--- src/rv_isa_pkg.sv ---
`default_nettype none

package rv_isa_pkg;

    // register width when the top level is left at its default
    localparam int unsigned XLEN_DEFAULT = 64;

    // major opcode, instr[6:2]
    localparam logic [4:0] OPC_SYSTEM = 5'b11100;

    // funct3 inside the SYSTEM opcode
    localparam logic [2:0] F3_PRIV  = 3'b000;
    localparam logic [2:0] F3_CSRRW = 3'b001;
    localparam logic [2:0] F3_CSRRS = 3'b010;
    localparam logic [2:0] F3_CSRRC = 3'b011;

    // imm[11:0] separates the privileged forms sharing F3_PRIV
    localparam logic [11:0] IMM_ECALL = 12'h000;
    localparam logic [11:0] IMM_MRET  = 12'h302;

    // machine mode CSR addresses
    localparam logic [11:0] CSR_MSTATUS = 12'h300;
    localparam logic [11:0] CSR_MIE     = 12'h304;
    localparam logic [11:0] CSR_MTVEC   = 12'h305;
    localparam logic [11:0] CSR_MEPC    = 12'h341;
    localparam logic [11:0] CSR_MCAUSE  = 12'h342;
    localparam logic [11:0] CSR_MIP     = 12'h344;

    // read-modify-write flavour carried from decode to the CSR stage
    typedef enum logic [1:0] {
        CSR_OP_NONE  = 2'b00,
        CSR_OP_WRITE = 2'b01,
        CSR_OP_SET   = 2'b10,
        CSR_OP_CLEAR = 2'b11
    } csr_op_e;

endpackage

`default_nettype wire

--- src/rv_trap_pkg.sv ---
`default_nettype none

package rv_trap_pkg;

    // mcause exception codes
    localparam int unsigned CAUSE_ECALL_M = 11;
    // interrupt code, the interrupt flag sits in the top bit of mcause
    localparam int unsigned CAUSE_TIMER_M = 7;

    // mstatus fields
    localparam int unsigned MSTATUS_MIE_BIT  = 3;
    localparam int unsigned MSTATUS_MPIE_BIT = 7;
    localparam int unsigned MSTATUS_MPP_LSB  = 11;

    // machine timer enable and pending
    localparam int unsigned MIE_MTIE_BIT = 7;
    localparam int unsigned MIP_MTIP_BIT = 7;

    // MPP = 2'b11, everything else cleared
    localparam logic [63:0] MSTATUS_RESET = 64'h0000_0000_0000_1800;

endpackage

`default_nettype wire

--- src/csr_file.sv ---
`timescale 1ns/1ps
`default_nettype none

module csr_file #(
    parameter int unsigned XLEN = rv_isa_pkg::XLEN_DEFAULT
) (
    input  wire                     clk,
    input  wire                     rst_n,
    input  wire                     stall_n_i,
    input  wire                     valid_i,
    input  wire rv_isa_pkg::csr_op_e op_i,
    input  wire  [11:0]             addr_i,
    input  wire  [XLEN-1:0]         wdata_i,
    input  wire  [XLEN-1:0]         pc_i,
    input  wire                     ecall_i,
    input  wire                     mret_i,
    input  wire                     timer_int_i,
    output logic [XLEN-1:0]         csr_rdata_o,
    output logic                    rdata_valid_o,
    output logic                    trap_take_o,
    output logic                    mret_take_o,
    output logic [XLEN-1:0]         mtvec_o,
    output logic [XLEN-1:0]         mepc_o
);

    logic [XLEN-1:0] mstatus;
    logic [XLEN-1:0] mie;
    logic [XLEN-1:0] mip;
    logic [XLEN-1:0] mtvec;
    logic [XLEN-1:0] mepc;
    logic [XLEN-1:0] mcause;
    logic [XLEN-1:0] old_val;
    logic [XLEN-1:0] new_val;
    logic [XLEN-1:0] trap_cause;
    logic            irq_pending;
    logic            csr_en;
    logic            timer_set;

    // timer interrupt beats whatever instruction sits in this stage
    assign irq_pending = mip[rv_trap_pkg::MIP_MTIP_BIT] && mstatus[rv_trap_pkg::MSTATUS_MIE_BIT];
    assign trap_take_o = irq_pending || (valid_i && ecall_i);
    assign mret_take_o = valid_i && mret_i && !irq_pending;
    assign csr_en      = valid_i && (op_i != rv_isa_pkg::CSR_OP_NONE) && !irq_pending;

    assign timer_set = timer_int_i && mie[rv_trap_pkg::MIE_MTIE_BIT]
                       && mstatus[rv_trap_pkg::MSTATUS_MIE_BIT];

    assign trap_cause = irq_pending ? {1'b1, (XLEN-1)'(rv_trap_pkg::CAUSE_TIMER_M)}
                                    : XLEN'(rv_trap_pkg::CAUSE_ECALL_M);

    // unknown addresses read as zero
    always_comb begin
        case (addr_i)
            rv_isa_pkg::CSR_MSTATUS: old_val = mstatus;
            rv_isa_pkg::CSR_MIE:     old_val = mie;
            rv_isa_pkg::CSR_MIP:     old_val = mip;
            rv_isa_pkg::CSR_MTVEC:   old_val = mtvec;
            rv_isa_pkg::CSR_MEPC:    old_val = mepc;
            rv_isa_pkg::CSR_MCAUSE:  old_val = mcause;
            default:                 old_val = '0;
        endcase
    end

    always_comb begin
        case (op_i)
            rv_isa_pkg::CSR_OP_WRITE: new_val = wdata_i;
            rv_isa_pkg::CSR_OP_SET:   new_val = old_val | wdata_i;
            rv_isa_pkg::CSR_OP_CLEAR: new_val = old_val & ~wdata_i;
            default:                  new_val = old_val;
        endcase
    end

    always_ff @(posedge clk or negedge rst_n) begin
        if (!rst_n) begin
            mstatus <= XLEN'(rv_trap_pkg::MSTATUS_RESET);
            mie     <= '0;
            mtvec   <= '0;
            mepc    <= '0;
            mcause  <= '0;
        end else if (stall_n_i) begin
            if (trap_take_o) begin
                mepc   <= {pc_i[XLEN-1:2], 2'b00};
                mcause <= trap_cause;
                mstatus[rv_trap_pkg::MSTATUS_MPIE_BIT]    <= mstatus[rv_trap_pkg::MSTATUS_MIE_BIT];
                mstatus[rv_trap_pkg::MSTATUS_MIE_BIT]     <= 1'b0;
                mstatus[rv_trap_pkg::MSTATUS_MPP_LSB +: 2] <= 2'b11;
            end else if (mret_take_o) begin
                mstatus[rv_trap_pkg::MSTATUS_MIE_BIT]  <= mstatus[rv_trap_pkg::MSTATUS_MPIE_BIT];
                mstatus[rv_trap_pkg::MSTATUS_MPIE_BIT] <= 1'b1;
            end else if (csr_en) begin
                // vector and return address stay word aligned
                case (addr_i)
                    rv_isa_pkg::CSR_MSTATUS: mstatus <= new_val;
                    rv_isa_pkg::CSR_MIE:     mie     <= new_val;
                    rv_isa_pkg::CSR_MTVEC:   mtvec   <= {new_val[XLEN-1:2], 2'b00};
                    rv_isa_pkg::CSR_MEPC:    mepc    <= {new_val[XLEN-1:2], 2'b00};
                    rv_isa_pkg::CSR_MCAUSE:  mcause  <= new_val;
                    default: begin
                    end
                endcase
            end
        end
    end

    // the timer pulse is one cycle wide, so it is latched even while stalled
    always_ff @(posedge clk or negedge rst_n) begin
        if (!rst_n) begin
            mip <= '0;
        end else begin
            if (stall_n_i && csr_en && (addr_i == rv_isa_pkg::CSR_MIP)) begin
                mip <= new_val;
            end
            if (timer_set) begin
                mip[rv_trap_pkg::MIP_MTIP_BIT] <= 1'b1;
            end
        end
    end

    always_ff @(posedge clk or negedge rst_n) begin
        if (!rst_n) begin
            rdata_valid_o <= 1'b0;
        end else begin
            rdata_valid_o <= stall_n_i && csr_en;
        end
    end

    // old value goes back, whatever the op
    always_ff @(posedge clk) begin
        if (stall_n_i && csr_en) begin
            csr_rdata_o <= old_val;
        end
    end

    assign mtvec_o = mtvec;
    assign mepc_o  = mepc;

endmodule

`default_nettype wire

--- src/csr_sys_top.sv ---
`timescale 1ns/1ps
`default_nettype none

module csr_sys_top #(
    parameter int unsigned XLEN = rv_isa_pkg::XLEN_DEFAULT
) (
    input  wire                 clk,
    input  wire                 rst_n,
    input  wire                 stall_n_i,
    input  wire                 instr_valid_i,
    input  wire  [31:0]         instr_i,
    input  wire  [XLEN-1:0]     pc_i,
    input  wire  [XLEN-1:0]     csr_wdata_i,
    input  wire                 timer_int_i,
    output logic [XLEN-1:0]     csr_rdata_o,
    output logic                rdata_valid_o,
    output logic                redirect_o,
    output logic [XLEN-1:0]     redirect_pc_o
);

    // decode to CSR stage
    logic                d_valid;
    rv_isa_pkg::csr_op_e d_op;
    logic [11:0]         d_addr;
    logic [XLEN-1:0]     d_wdata;
    logic [XLEN-1:0]     d_pc;
    logic                d_ecall;
    logic                d_mret;

    // CSR stage to redirect
    logic                trap_take;
    logic                mret_take;
    logic [XLEN-1:0]     mtvec;
    logic [XLEN-1:0]     mepc;

    // redirect back to decode
    logic                flush;

    sys_decode #(
        .XLEN (XLEN)
    ) u_sys_decode (
        .clk           (clk),
        .rst_n         (rst_n),
        .stall_n_i     (stall_n_i),
        .flush_i       (flush),
        .instr_valid_i (instr_valid_i),
        .instr_i       (instr_i),
        .pc_i          (pc_i),
        .csr_wdata_i   (csr_wdata_i),
        .valid_o       (d_valid),
        .op_o          (d_op),
        .addr_o        (d_addr),
        .wdata_o       (d_wdata),
        .pc_o          (d_pc),
        .ecall_o       (d_ecall),
        .mret_o        (d_mret)
    );

    csr_file #(
        .XLEN (XLEN)
    ) u_csr_file (
        .clk           (clk),
        .rst_n         (rst_n),
        .stall_n_i     (stall_n_i),
        .valid_i       (d_valid),
        .op_i          (d_op),
        .addr_i        (d_addr),
        .wdata_i       (d_wdata),
        .pc_i          (d_pc),
        .ecall_i       (d_ecall),
        .mret_i        (d_mret),
        .timer_int_i   (timer_int_i),
        .csr_rdata_o   (csr_rdata_o),
        .rdata_valid_o (rdata_valid_o),
        .trap_take_o   (trap_take),
        .mret_take_o   (mret_take),
        .mtvec_o       (mtvec),
        .mepc_o        (mepc)
    );

    trap_redirect #(
        .XLEN (XLEN)
    ) u_trap_redirect (
        .clk           (clk),
        .rst_n         (rst_n),
        .stall_n_i     (stall_n_i),
        .trap_take_i   (trap_take),
        .mret_take_i   (mret_take),
        .mtvec_i       (mtvec),
        .mepc_i        (mepc),
        .flush_o       (flush),
        .redirect_o    (redirect_o),
        .redirect_pc_o (redirect_pc_o)
    );

endmodule

`default_nettype wire

--- src/sys_decode.sv ---
`timescale 1ns/1ps
`default_nettype none

module sys_decode #(
    parameter int unsigned XLEN = rv_isa_pkg::XLEN_DEFAULT
) (
    input  wire                     clk,
    input  wire                     rst_n,
    input  wire                     stall_n_i,
    input  wire                     flush_i,
    input  wire                     instr_valid_i,
    input  wire  [31:0]             instr_i,
    input  wire  [XLEN-1:0]         pc_i,
    input  wire  [XLEN-1:0]         csr_wdata_i,
    output logic                    valid_o,
    output rv_isa_pkg::csr_op_e     op_o,
    output logic [11:0]             addr_o,
    output logic [XLEN-1:0]         wdata_o,
    output logic [XLEN-1:0]         pc_o,
    output logic                    ecall_o,
    output logic                    mret_o
);

    logic [4:0]          opcode;
    logic [2:0]          funct3;
    logic [11:0]         imm;
    logic                is_system;
    logic                is_priv;
    logic                capture;
    rv_isa_pkg::csr_op_e op_dec;

    assign opcode = instr_i[6:2];
    assign funct3 = instr_i[14:12];
    assign imm    = instr_i[31:20];

    // only 32-bit encodings count as SYSTEM
    assign is_system = (instr_i[1:0] == 2'b11) && (opcode == rv_isa_pkg::OPC_SYSTEM);
    assign is_priv   = is_system && (funct3 == rv_isa_pkg::F3_PRIV);

    // a slot squashed by stage 3 never becomes valid
    assign capture = stall_n_i && instr_valid_i && !flush_i;

    always_comb begin
        op_dec = rv_isa_pkg::CSR_OP_NONE;
        if (is_system) begin
            case (funct3)
                rv_isa_pkg::F3_CSRRW: op_dec = rv_isa_pkg::CSR_OP_WRITE;
                rv_isa_pkg::F3_CSRRS: op_dec = rv_isa_pkg::CSR_OP_SET;
                rv_isa_pkg::F3_CSRRC: op_dec = rv_isa_pkg::CSR_OP_CLEAR;
                default:              op_dec = rv_isa_pkg::CSR_OP_NONE;
            endcase
        end
    end

    // non-SYSTEM instructions still occupy a valid slot, op stays none
    always_ff @(posedge clk or negedge rst_n) begin
        if (!rst_n) begin
            valid_o <= 1'b0;
            op_o    <= rv_isa_pkg::CSR_OP_NONE;
            ecall_o <= 1'b0;
            mret_o  <= 1'b0;
            pc_o    <= '0;
        end else if (stall_n_i) begin
            valid_o <= instr_valid_i && !flush_i;
            op_o    <= op_dec;
            ecall_o <= is_priv && (imm == rv_isa_pkg::IMM_ECALL);
            mret_o  <= is_priv && (imm == rv_isa_pkg::IMM_MRET);
            // pc of the last real slot, used as mepc by an interrupt on a bubble
            if (capture) begin
                pc_o <= pc_i;
            end
        end
    end

    always_ff @(posedge clk) begin
        if (capture) begin
            addr_o  <= imm;
            wdata_o <= csr_wdata_i;
        end
    end

endmodule

`default_nettype wire

--- src/trap_redirect.sv ---
`timescale 1ns/1ps
`default_nettype none

module trap_redirect #(
    parameter int unsigned XLEN = rv_isa_pkg::XLEN_DEFAULT
) (
    input  wire                 clk,
    input  wire                 rst_n,
    input  wire                 stall_n_i,
    input  wire                 trap_take_i,
    input  wire                 mret_take_i,
    input  wire  [XLEN-1:0]     mtvec_i,
    input  wire  [XLEN-1:0]     mepc_i,
    output logic                flush_o,
    output logic                redirect_o,
    output logic [XLEN-1:0]     redirect_pc_o
);

    logic            take;
    logic [XLEN-1:0] target;

    assign take = trap_take_i || mret_take_i;

    // kill the younger slot sitting in decode
    assign flush_o = take;

    // trap wins, an interrupt already blocks the mret in stage 2
    assign target = trap_take_i ? mtvec_i : mepc_i;

    always_ff @(posedge clk or negedge rst_n) begin
        if (!rst_n) begin
            redirect_o <= 1'b0;
        end else begin
            // single cycle pulse, dropped while stalled
            redirect_o <= stall_n_i && take;
        end
    end

    always_ff @(posedge clk or negedge rst_n) begin
        if (!rst_n) begin
            redirect_pc_o <= '0;
        end else if (stall_n_i && take) begin
            redirect_pc_o <= target;
        end
    end

endmodule

`default_nettype wire
--- config.mk ---
export PLATFORM = sky130hd
export DESIGN_NAME = csr_sys_top
export DESIGN_NICKNAME = d
export VERILOG_FILES = /design/src/rv_isa_pkg.sv /design/src/rv_trap_pkg.sv /design/src/csr_file.sv /design/src/csr_sys_top.sv /design/src/sys_decode.sv /design/src/trap_redirect.sv
export SDC_FILE = /design/constraint.sdc
export NUM_CORES = 1
export LEC_CHECK = 0
export BUFFER_PORTS_ARGS = -buffer_cell sky130_fd_sc_hd__buf_4
export CORE_MARGIN = 3
export CORE_UTILIZATION = 35
export CTS_CLUSTER_SIZE = 40
export DETAILED_ROUTE_END_ITERATION = 16
export GPL_TIMING_DRIVEN = 1
export PLACE_DENSITY = 0.56
export REMOVE_ABC_BUFFERS = 1
export SETUP_SLACK_MARGIN = 0.1
export SLEW_MARGIN = 20
export SYNTH_ARGS = -nofsm -noshare
export SYNTH_HDL_FRONTEND = slang
export SYNTH_HIERARCHICAL = 1
export SYNTH_SLANG_ARGS = --single-unit
--- constraint.sdc ---
create_clock -name clk -period 4.3 [get_ports clk]
set_clock_uncertainty 0.1 [all_clocks]
set_input_delay 0.43 -clock clk [delete_from_list [all_inputs] [get_ports clk]]
set_output_delay 0.43 -clock clk [all_outputs]
set_load 0.005 [all_outputs]
# Word level (Yosys, flattened, before mapping)
# Cells that the tools add are included.
# word_totals
elab_cells	105
ff_bits	657
in_bits	165
output_inout_bits	130
# op_classes
reduce_logical	40
mux	24
eq_ne	16
bitwise_logic	5
# op_table
operator	n
2-to-1 mux 64 bit	10
one-hot mux 64 bit (6 select lines)	1
one-hot mux 64 bit (3 select lines)	1
equality test 12 x 10 -> 1 bit, second input constant	7
AND 64 bit	1
NOT 64 bit	1
OR 64 bit	1
2-to-1 mux 13 bit	2
logical AND 1 bit	18
AND reduction 5 bit	3
logical NOT 12 bit	1
AND reduction 4 bit	3
nonzero test 2 bit	6
2-to-1 mux 8 bit	1
equality test 2 bit, second input constant	3
equality test 3 x 2 -> 1 bit, second input constant	2
one-hot mux 2 bit (3 select lines)	1
nonzero test 3 bit	2
equality test 5 bit, second input constant	1
2-to-1 mux 1 bit	5
2-to-1 mux 5 bit	1
2-to-1 mux 2 bit	2
equality test 3 x 1 -> 1 bit, second input constant	1
logical NOT 3 bit	1
7 further kinds	10

# Depth between registers and ports, before layout
# depth
ltp_word	8
ltp_mapped	12
ltp_nobuf	6

# Cells and area by module
# Netlist, hierarchy kept.
# modules_own_cells
mod	cells_each	area_per_inst_um2	n_inst	seq_area_each_um2
csr_file	1965	21191.6	1	11458.5
sys_decode	240	5093.6	1	4008.8
trap_redirect	298	3062.9	1	1626.6

# Least setup slack after synthesis
# OpenSTA, ideal clock, no wires.
# synth_path
path_kind	register to register
startpoint	register u_csr_file.mstatus[3]
endpoint	register u_sys_decode.addr_o[0] (enable)
required_time_ps	3770
path_stages_with_launch	12
path_slack_ps	111
period_less_slack_ps	4189
n_path_buf	5
t_arrival_ps	3659
setup_ps	430
cell_sequence	dfrtp_1 -> nand2_1 -> and2_1 -> clkbuf_1 -> clkinv_1 -> clkbuf_1 -> or2_1 -> buf_2 -> nand3b_4 -> buf_6 -> buf_6 -> inv_1
# synth_via
elab_cells_between_ends	7
classes_between	reduce/logical: 7
# synth_rtl
item	line	rtl
start: declaration	csr_file.sv:26	logic [XLEN-1:0] mstatus;
start signal: assignment	csr_file.sv:75	mstatus <= XLEN'(rv_trap_pkg::MSTATUS_RESET);
start signal: indexed assignment	csr_file.sv:84	mstatus[rv_trap_pkg::MSTATUS_MPIE_BIT] <= mstatus[rv_trap_pkg::MSTATUS_MIE_BIT];
start signal: indexed assignment	csr_file.sv:88	mstatus[rv_trap_pkg::MSTATUS_MIE_BIT] <= mstatus[rv_trap_pkg::MSTATUS_MPIE_BIT];
logical AND 1 bit	csr_file.sv:40	assign irq_pending = mip[rv_trap_pkg::MIP_MTIP_BIT] && mstatus[rv_trap_pkg::MSTATUS_MIE_BIT];
logical OR 1 bit	csr_file.sv:41	assign trap_take_o = irq_pending || (valid_i && ecall_i);
named net trap_take	csr_sys_top.sv:31	logic trap_take;
logical OR 1 bit	trap_redirect.sv:22	assign take = trap_take_i || mret_take_i;
named net flush	csr_sys_top.sv:37	logic flush;
logical NOT 1 bit	sys_decode.sv:41	assign capture = stall_n_i && instr_valid_i && !flush_i;
logical AND 1 bit	sys_decode.sv:41	
named net u_sys_decode.capture	sys_decode.sv:29	logic capture;
end signal: assignment	sys_decode.sv:77	addr_o <= imm;
end: declaration	sys_decode.sv:17	output logic [11:0] addr_o,
# The timed path passes the listed nets, and every way through them passes these cells.
# A chain may end at the register's enable or synchronous reset.

# Worst setup path in the final report
# layout_path
startpoint	register u_sys_decode.addr_o[11]
endpoint	register u_csr_file.mcause[26]
# layout_via
elab_chain_len	8
elab_cells_between_ends	16
classes_between	eq/ne: 6; mux: 6; bitwise: 2; reduce/logical: 2
# layout_lines
item	line	rtl
equality test 12 x 10 -> 1 bit (on tied branches)	csr_file.sv:53, csr_file.sv:92	
one-hot mux 64 bit (6 select lines)	csr_file.sv:53	case (addr_i)
AND 64 bit / OR 64 bit (equally long branches)	csr_file.sv:68, csr_file.sv:67	
one-hot mux 64 bit (3 select lines)	csr_file.sv:65	case (op_i)
2-to-1 mux 64 bit	csr_file.sv:92	case (addr_i)
2-to-1 mux 64 bit	csr_file.sv:90	end else if (csr_en) begin
2-to-1 mux 64 bit	csr_file.sv:87	end else if (mret_take_o) begin
2-to-1 mux 64 bit	csr_file.sv:81	if (trap_take_o) begin
end signal: assignment	csr_file.sv:83	mcause <= trap_cause;
end signal: assignment	csr_file.sv:97	rv_isa_pkg::CSR_MCAUSE: mcause <= new_val;
end: declaration	csr_file.sv:31	logic [XLEN-1:0] mcause;
# Parallel ways exist; a longest one is shown, timed or not. The select of a mux whose other input is x is not followed.

==> impl_metrics.toml <==
[yosys]
syn_area_um2 = 29300
yosys_warnings = 6
synthCells = 2499
synth_area_per_cell_um2 = 11.7

[global_routing]
grt_pass1_wl_mm = 151
grt_use_total_pct = 22.9
antenna_found_initial = 1
grt_pass1_vias = 23700
grt_remaining_overflow = 0
grt_max_degree = 105

[place]
dpl.hpwl_mm = 59.8
place.gp.congestion = 0.826
portBuffers = 282

[sta]
final_max_slew_viol_count = 0
holdWs_ns = 0.187
max_freq_mhz = 276
worst_slew_pin_slew_ns = 1.23
setup_tns_ns = 0
period_share_pct = 84.4
finalHoldViolations = 0
rsz0062_at_grt = "no"
maxSlewHeadroom_pct = 18.2
period_needed_ns = 3.63
setup_violations = 0

[cts]
cts_tree = "yes"
cts_sinks = 653
cts_resized = 0
clk_latency_ns = 0.61
clockBufferDepth = 3
cts_setup_buffers = 0
h-tree-depth = 3
cts.reportedPaths.clkPinSlew_ns = 0.06
cts_root_buf = "clkbuf_16"
numCtsBuffers = 72

[cells_and_area]
fillCellCount = 7641
regArea_um2 = 17100
nets = 3010
drive_above_1_share_pct = 24.6
final_common_cell = "dfrtp_1"
multi_input_area_um2 = 11200
fin_util_pct = 43.8
mostFrequentLayoutCells = "dfrtp_1 (509), buf_4 (332), nand2_1 (251)"
syn_to_final_growth_pct = 23.3
n_antenna_cell = 0

[die]
core-area_um2 = 82500
dieArea_um2 = 87200
die_h_um = 295
die-width_um = 295
row_count = 105
initial_utilization_pct = 35.5
io_pins = 295

[routing]
dr.pass1.iters = 5
wirelength_mm = 102
routed.top_layer = "met4"
drc_errors = 0
avgRoutedWirePerCell_um = 25.6
wl_met1_mm = 42.5
route.met2.wl_mm = 46.8
drt_iter0_drc = 2130
ant_nets = 0
via_per_inst = 5.80
dr_wl_met3_mm = 8.49
route.vias.total = 23100

[job]
drv_cap = 0

[setup_path]
required_ns = 4.73
crit_path_end_kind = "flop"
crit_arrival_ns = 4.06
r2r_slack_ns = 0.67
crit_type = "flop to flop"
ff2ff_path_depth = 6
crit_chain = "nor4b_4 > and4_1 > nand2_1 > a21o_4 > nor2_4 > a22o_1"
cpMaxStageDelayCell = "nor2_4"
start_kind = "flop"
critPathMaxFanout = 32
crit_path_max_incr_delay_ns = 0.86

[run_status]
status = "finished clean"

[hold_path]
hold_path.class = "input port to flop"
whs_path_depth = 3

[power_and_ir_drop]
power_density_nw_per_um2 = 373
cellLeakagePower_nw = 15.6
max-vdd-ir-drop_mv = 0.242
==> through the flow <==
step	instance area [µm²]	total power, mW	setup slack (ns)	cells
2_1_floorplan	28200	6.92	-3.15	2288
3_3_place_gp	32300	7.33	0.810	3698
3_5_place_dp	32300	7.35	0.803	3699
4_1_cts	36100	13.6	0.787	3974
5_1_grt	36100	13.9	0.598	3974
6_report	36100	13.5	0.672	3974
==> sequential cells by signal, summed over array words and instances, names as in the netlist, 2 cells and up <==
| signal | flops |
|---|---|
| u_sys_decode/addr_o | 12 |
| u_trap_redirect/redirect_pc_o | 64 |
| u_sys_decode/pc_o | 62 |
| u_sys_decode/wdata_o | 64 |
| u_csr_file/mcause | 64 |
| u_csr_file/mepc_o | 62 |
| u_csr_file/mstatus | 64 |
| u_csr_file/mtvec_o | 62 |
| u_csr_file/mip | 64 |
| u_csr_file/mie | 64 |
| u_csr_file/csr_rdata_o | 64 |
| u_sys_decode/op_o | 2 |
==> metal layers <==
layer	vias to the layer above	track usage, %
li1	9995	-
met1	11800	31.0
met2	1072	36.4
met3	226	4.45
met4	0	9.45
met5	-	0
==> critical path: cells and delay by family (launching register included) <==
| kind | cells | cell delay, ns |
|---|---|---|
| AND/OR/NAND/NOR | 4 | 2.32 |
| AO/OA/AOI/OAI | 2 | 0.68 |
| flip-flops | 1 | 0.42 |
==> cell type report <==
class / instances / area share [%]
flip-flops and latches: 653 / 47.2
inverters: 15 / 0.177
clock buffers: 93 / 5.52
well taps: 1070 / 3.71
repair buffers: 483 / 11.3
multi-input cells: 1620 / 31.1
clock inverters: 40 / 0.925
==> path summary, 6_finish.rpt <==
check                                                    from                                  to
max                         u_sys_decode/addr_o[11]$_DFFE_PP_   u_csr_file/mcause[26]$_DFFE_PN0P_
min                                                instr_i[5]    u_sys_decode/op_o[0]$_DFFE_PN0P_
max reg2reg                 u_sys_decode/addr_o[11]$_DFFE_PP_   u_csr_file/mcause[26]$_DFFE_PN0P_
min reg2reg                u_csr_file/mstatus[50]$_DFFE_PN0P_  u_csr_file/mstatus[50]$_DFFE_PN0P_
max in group asynchronous                               rst_n   u_csr_file/mcause[56]$_DFFE_PN0P_
min in group asynchronous                               rst_n   u_sys_decode/pc_o[19]$_DFFE_PN0P_
==> where the power goes <==
part	switching, mW	internal, mW
registers	0.110	6.47
clock network	2.56	3.59
logic	0.390	0.366
total	3.06	10.4
==> what timing repair did <==
item                                   CTS  global route
hold buffers                           142             0
endpoints found under the hold margin  234             0
setup endpoints to repair                0             0
Note: power is estimated with default switching activity, not from simulation.
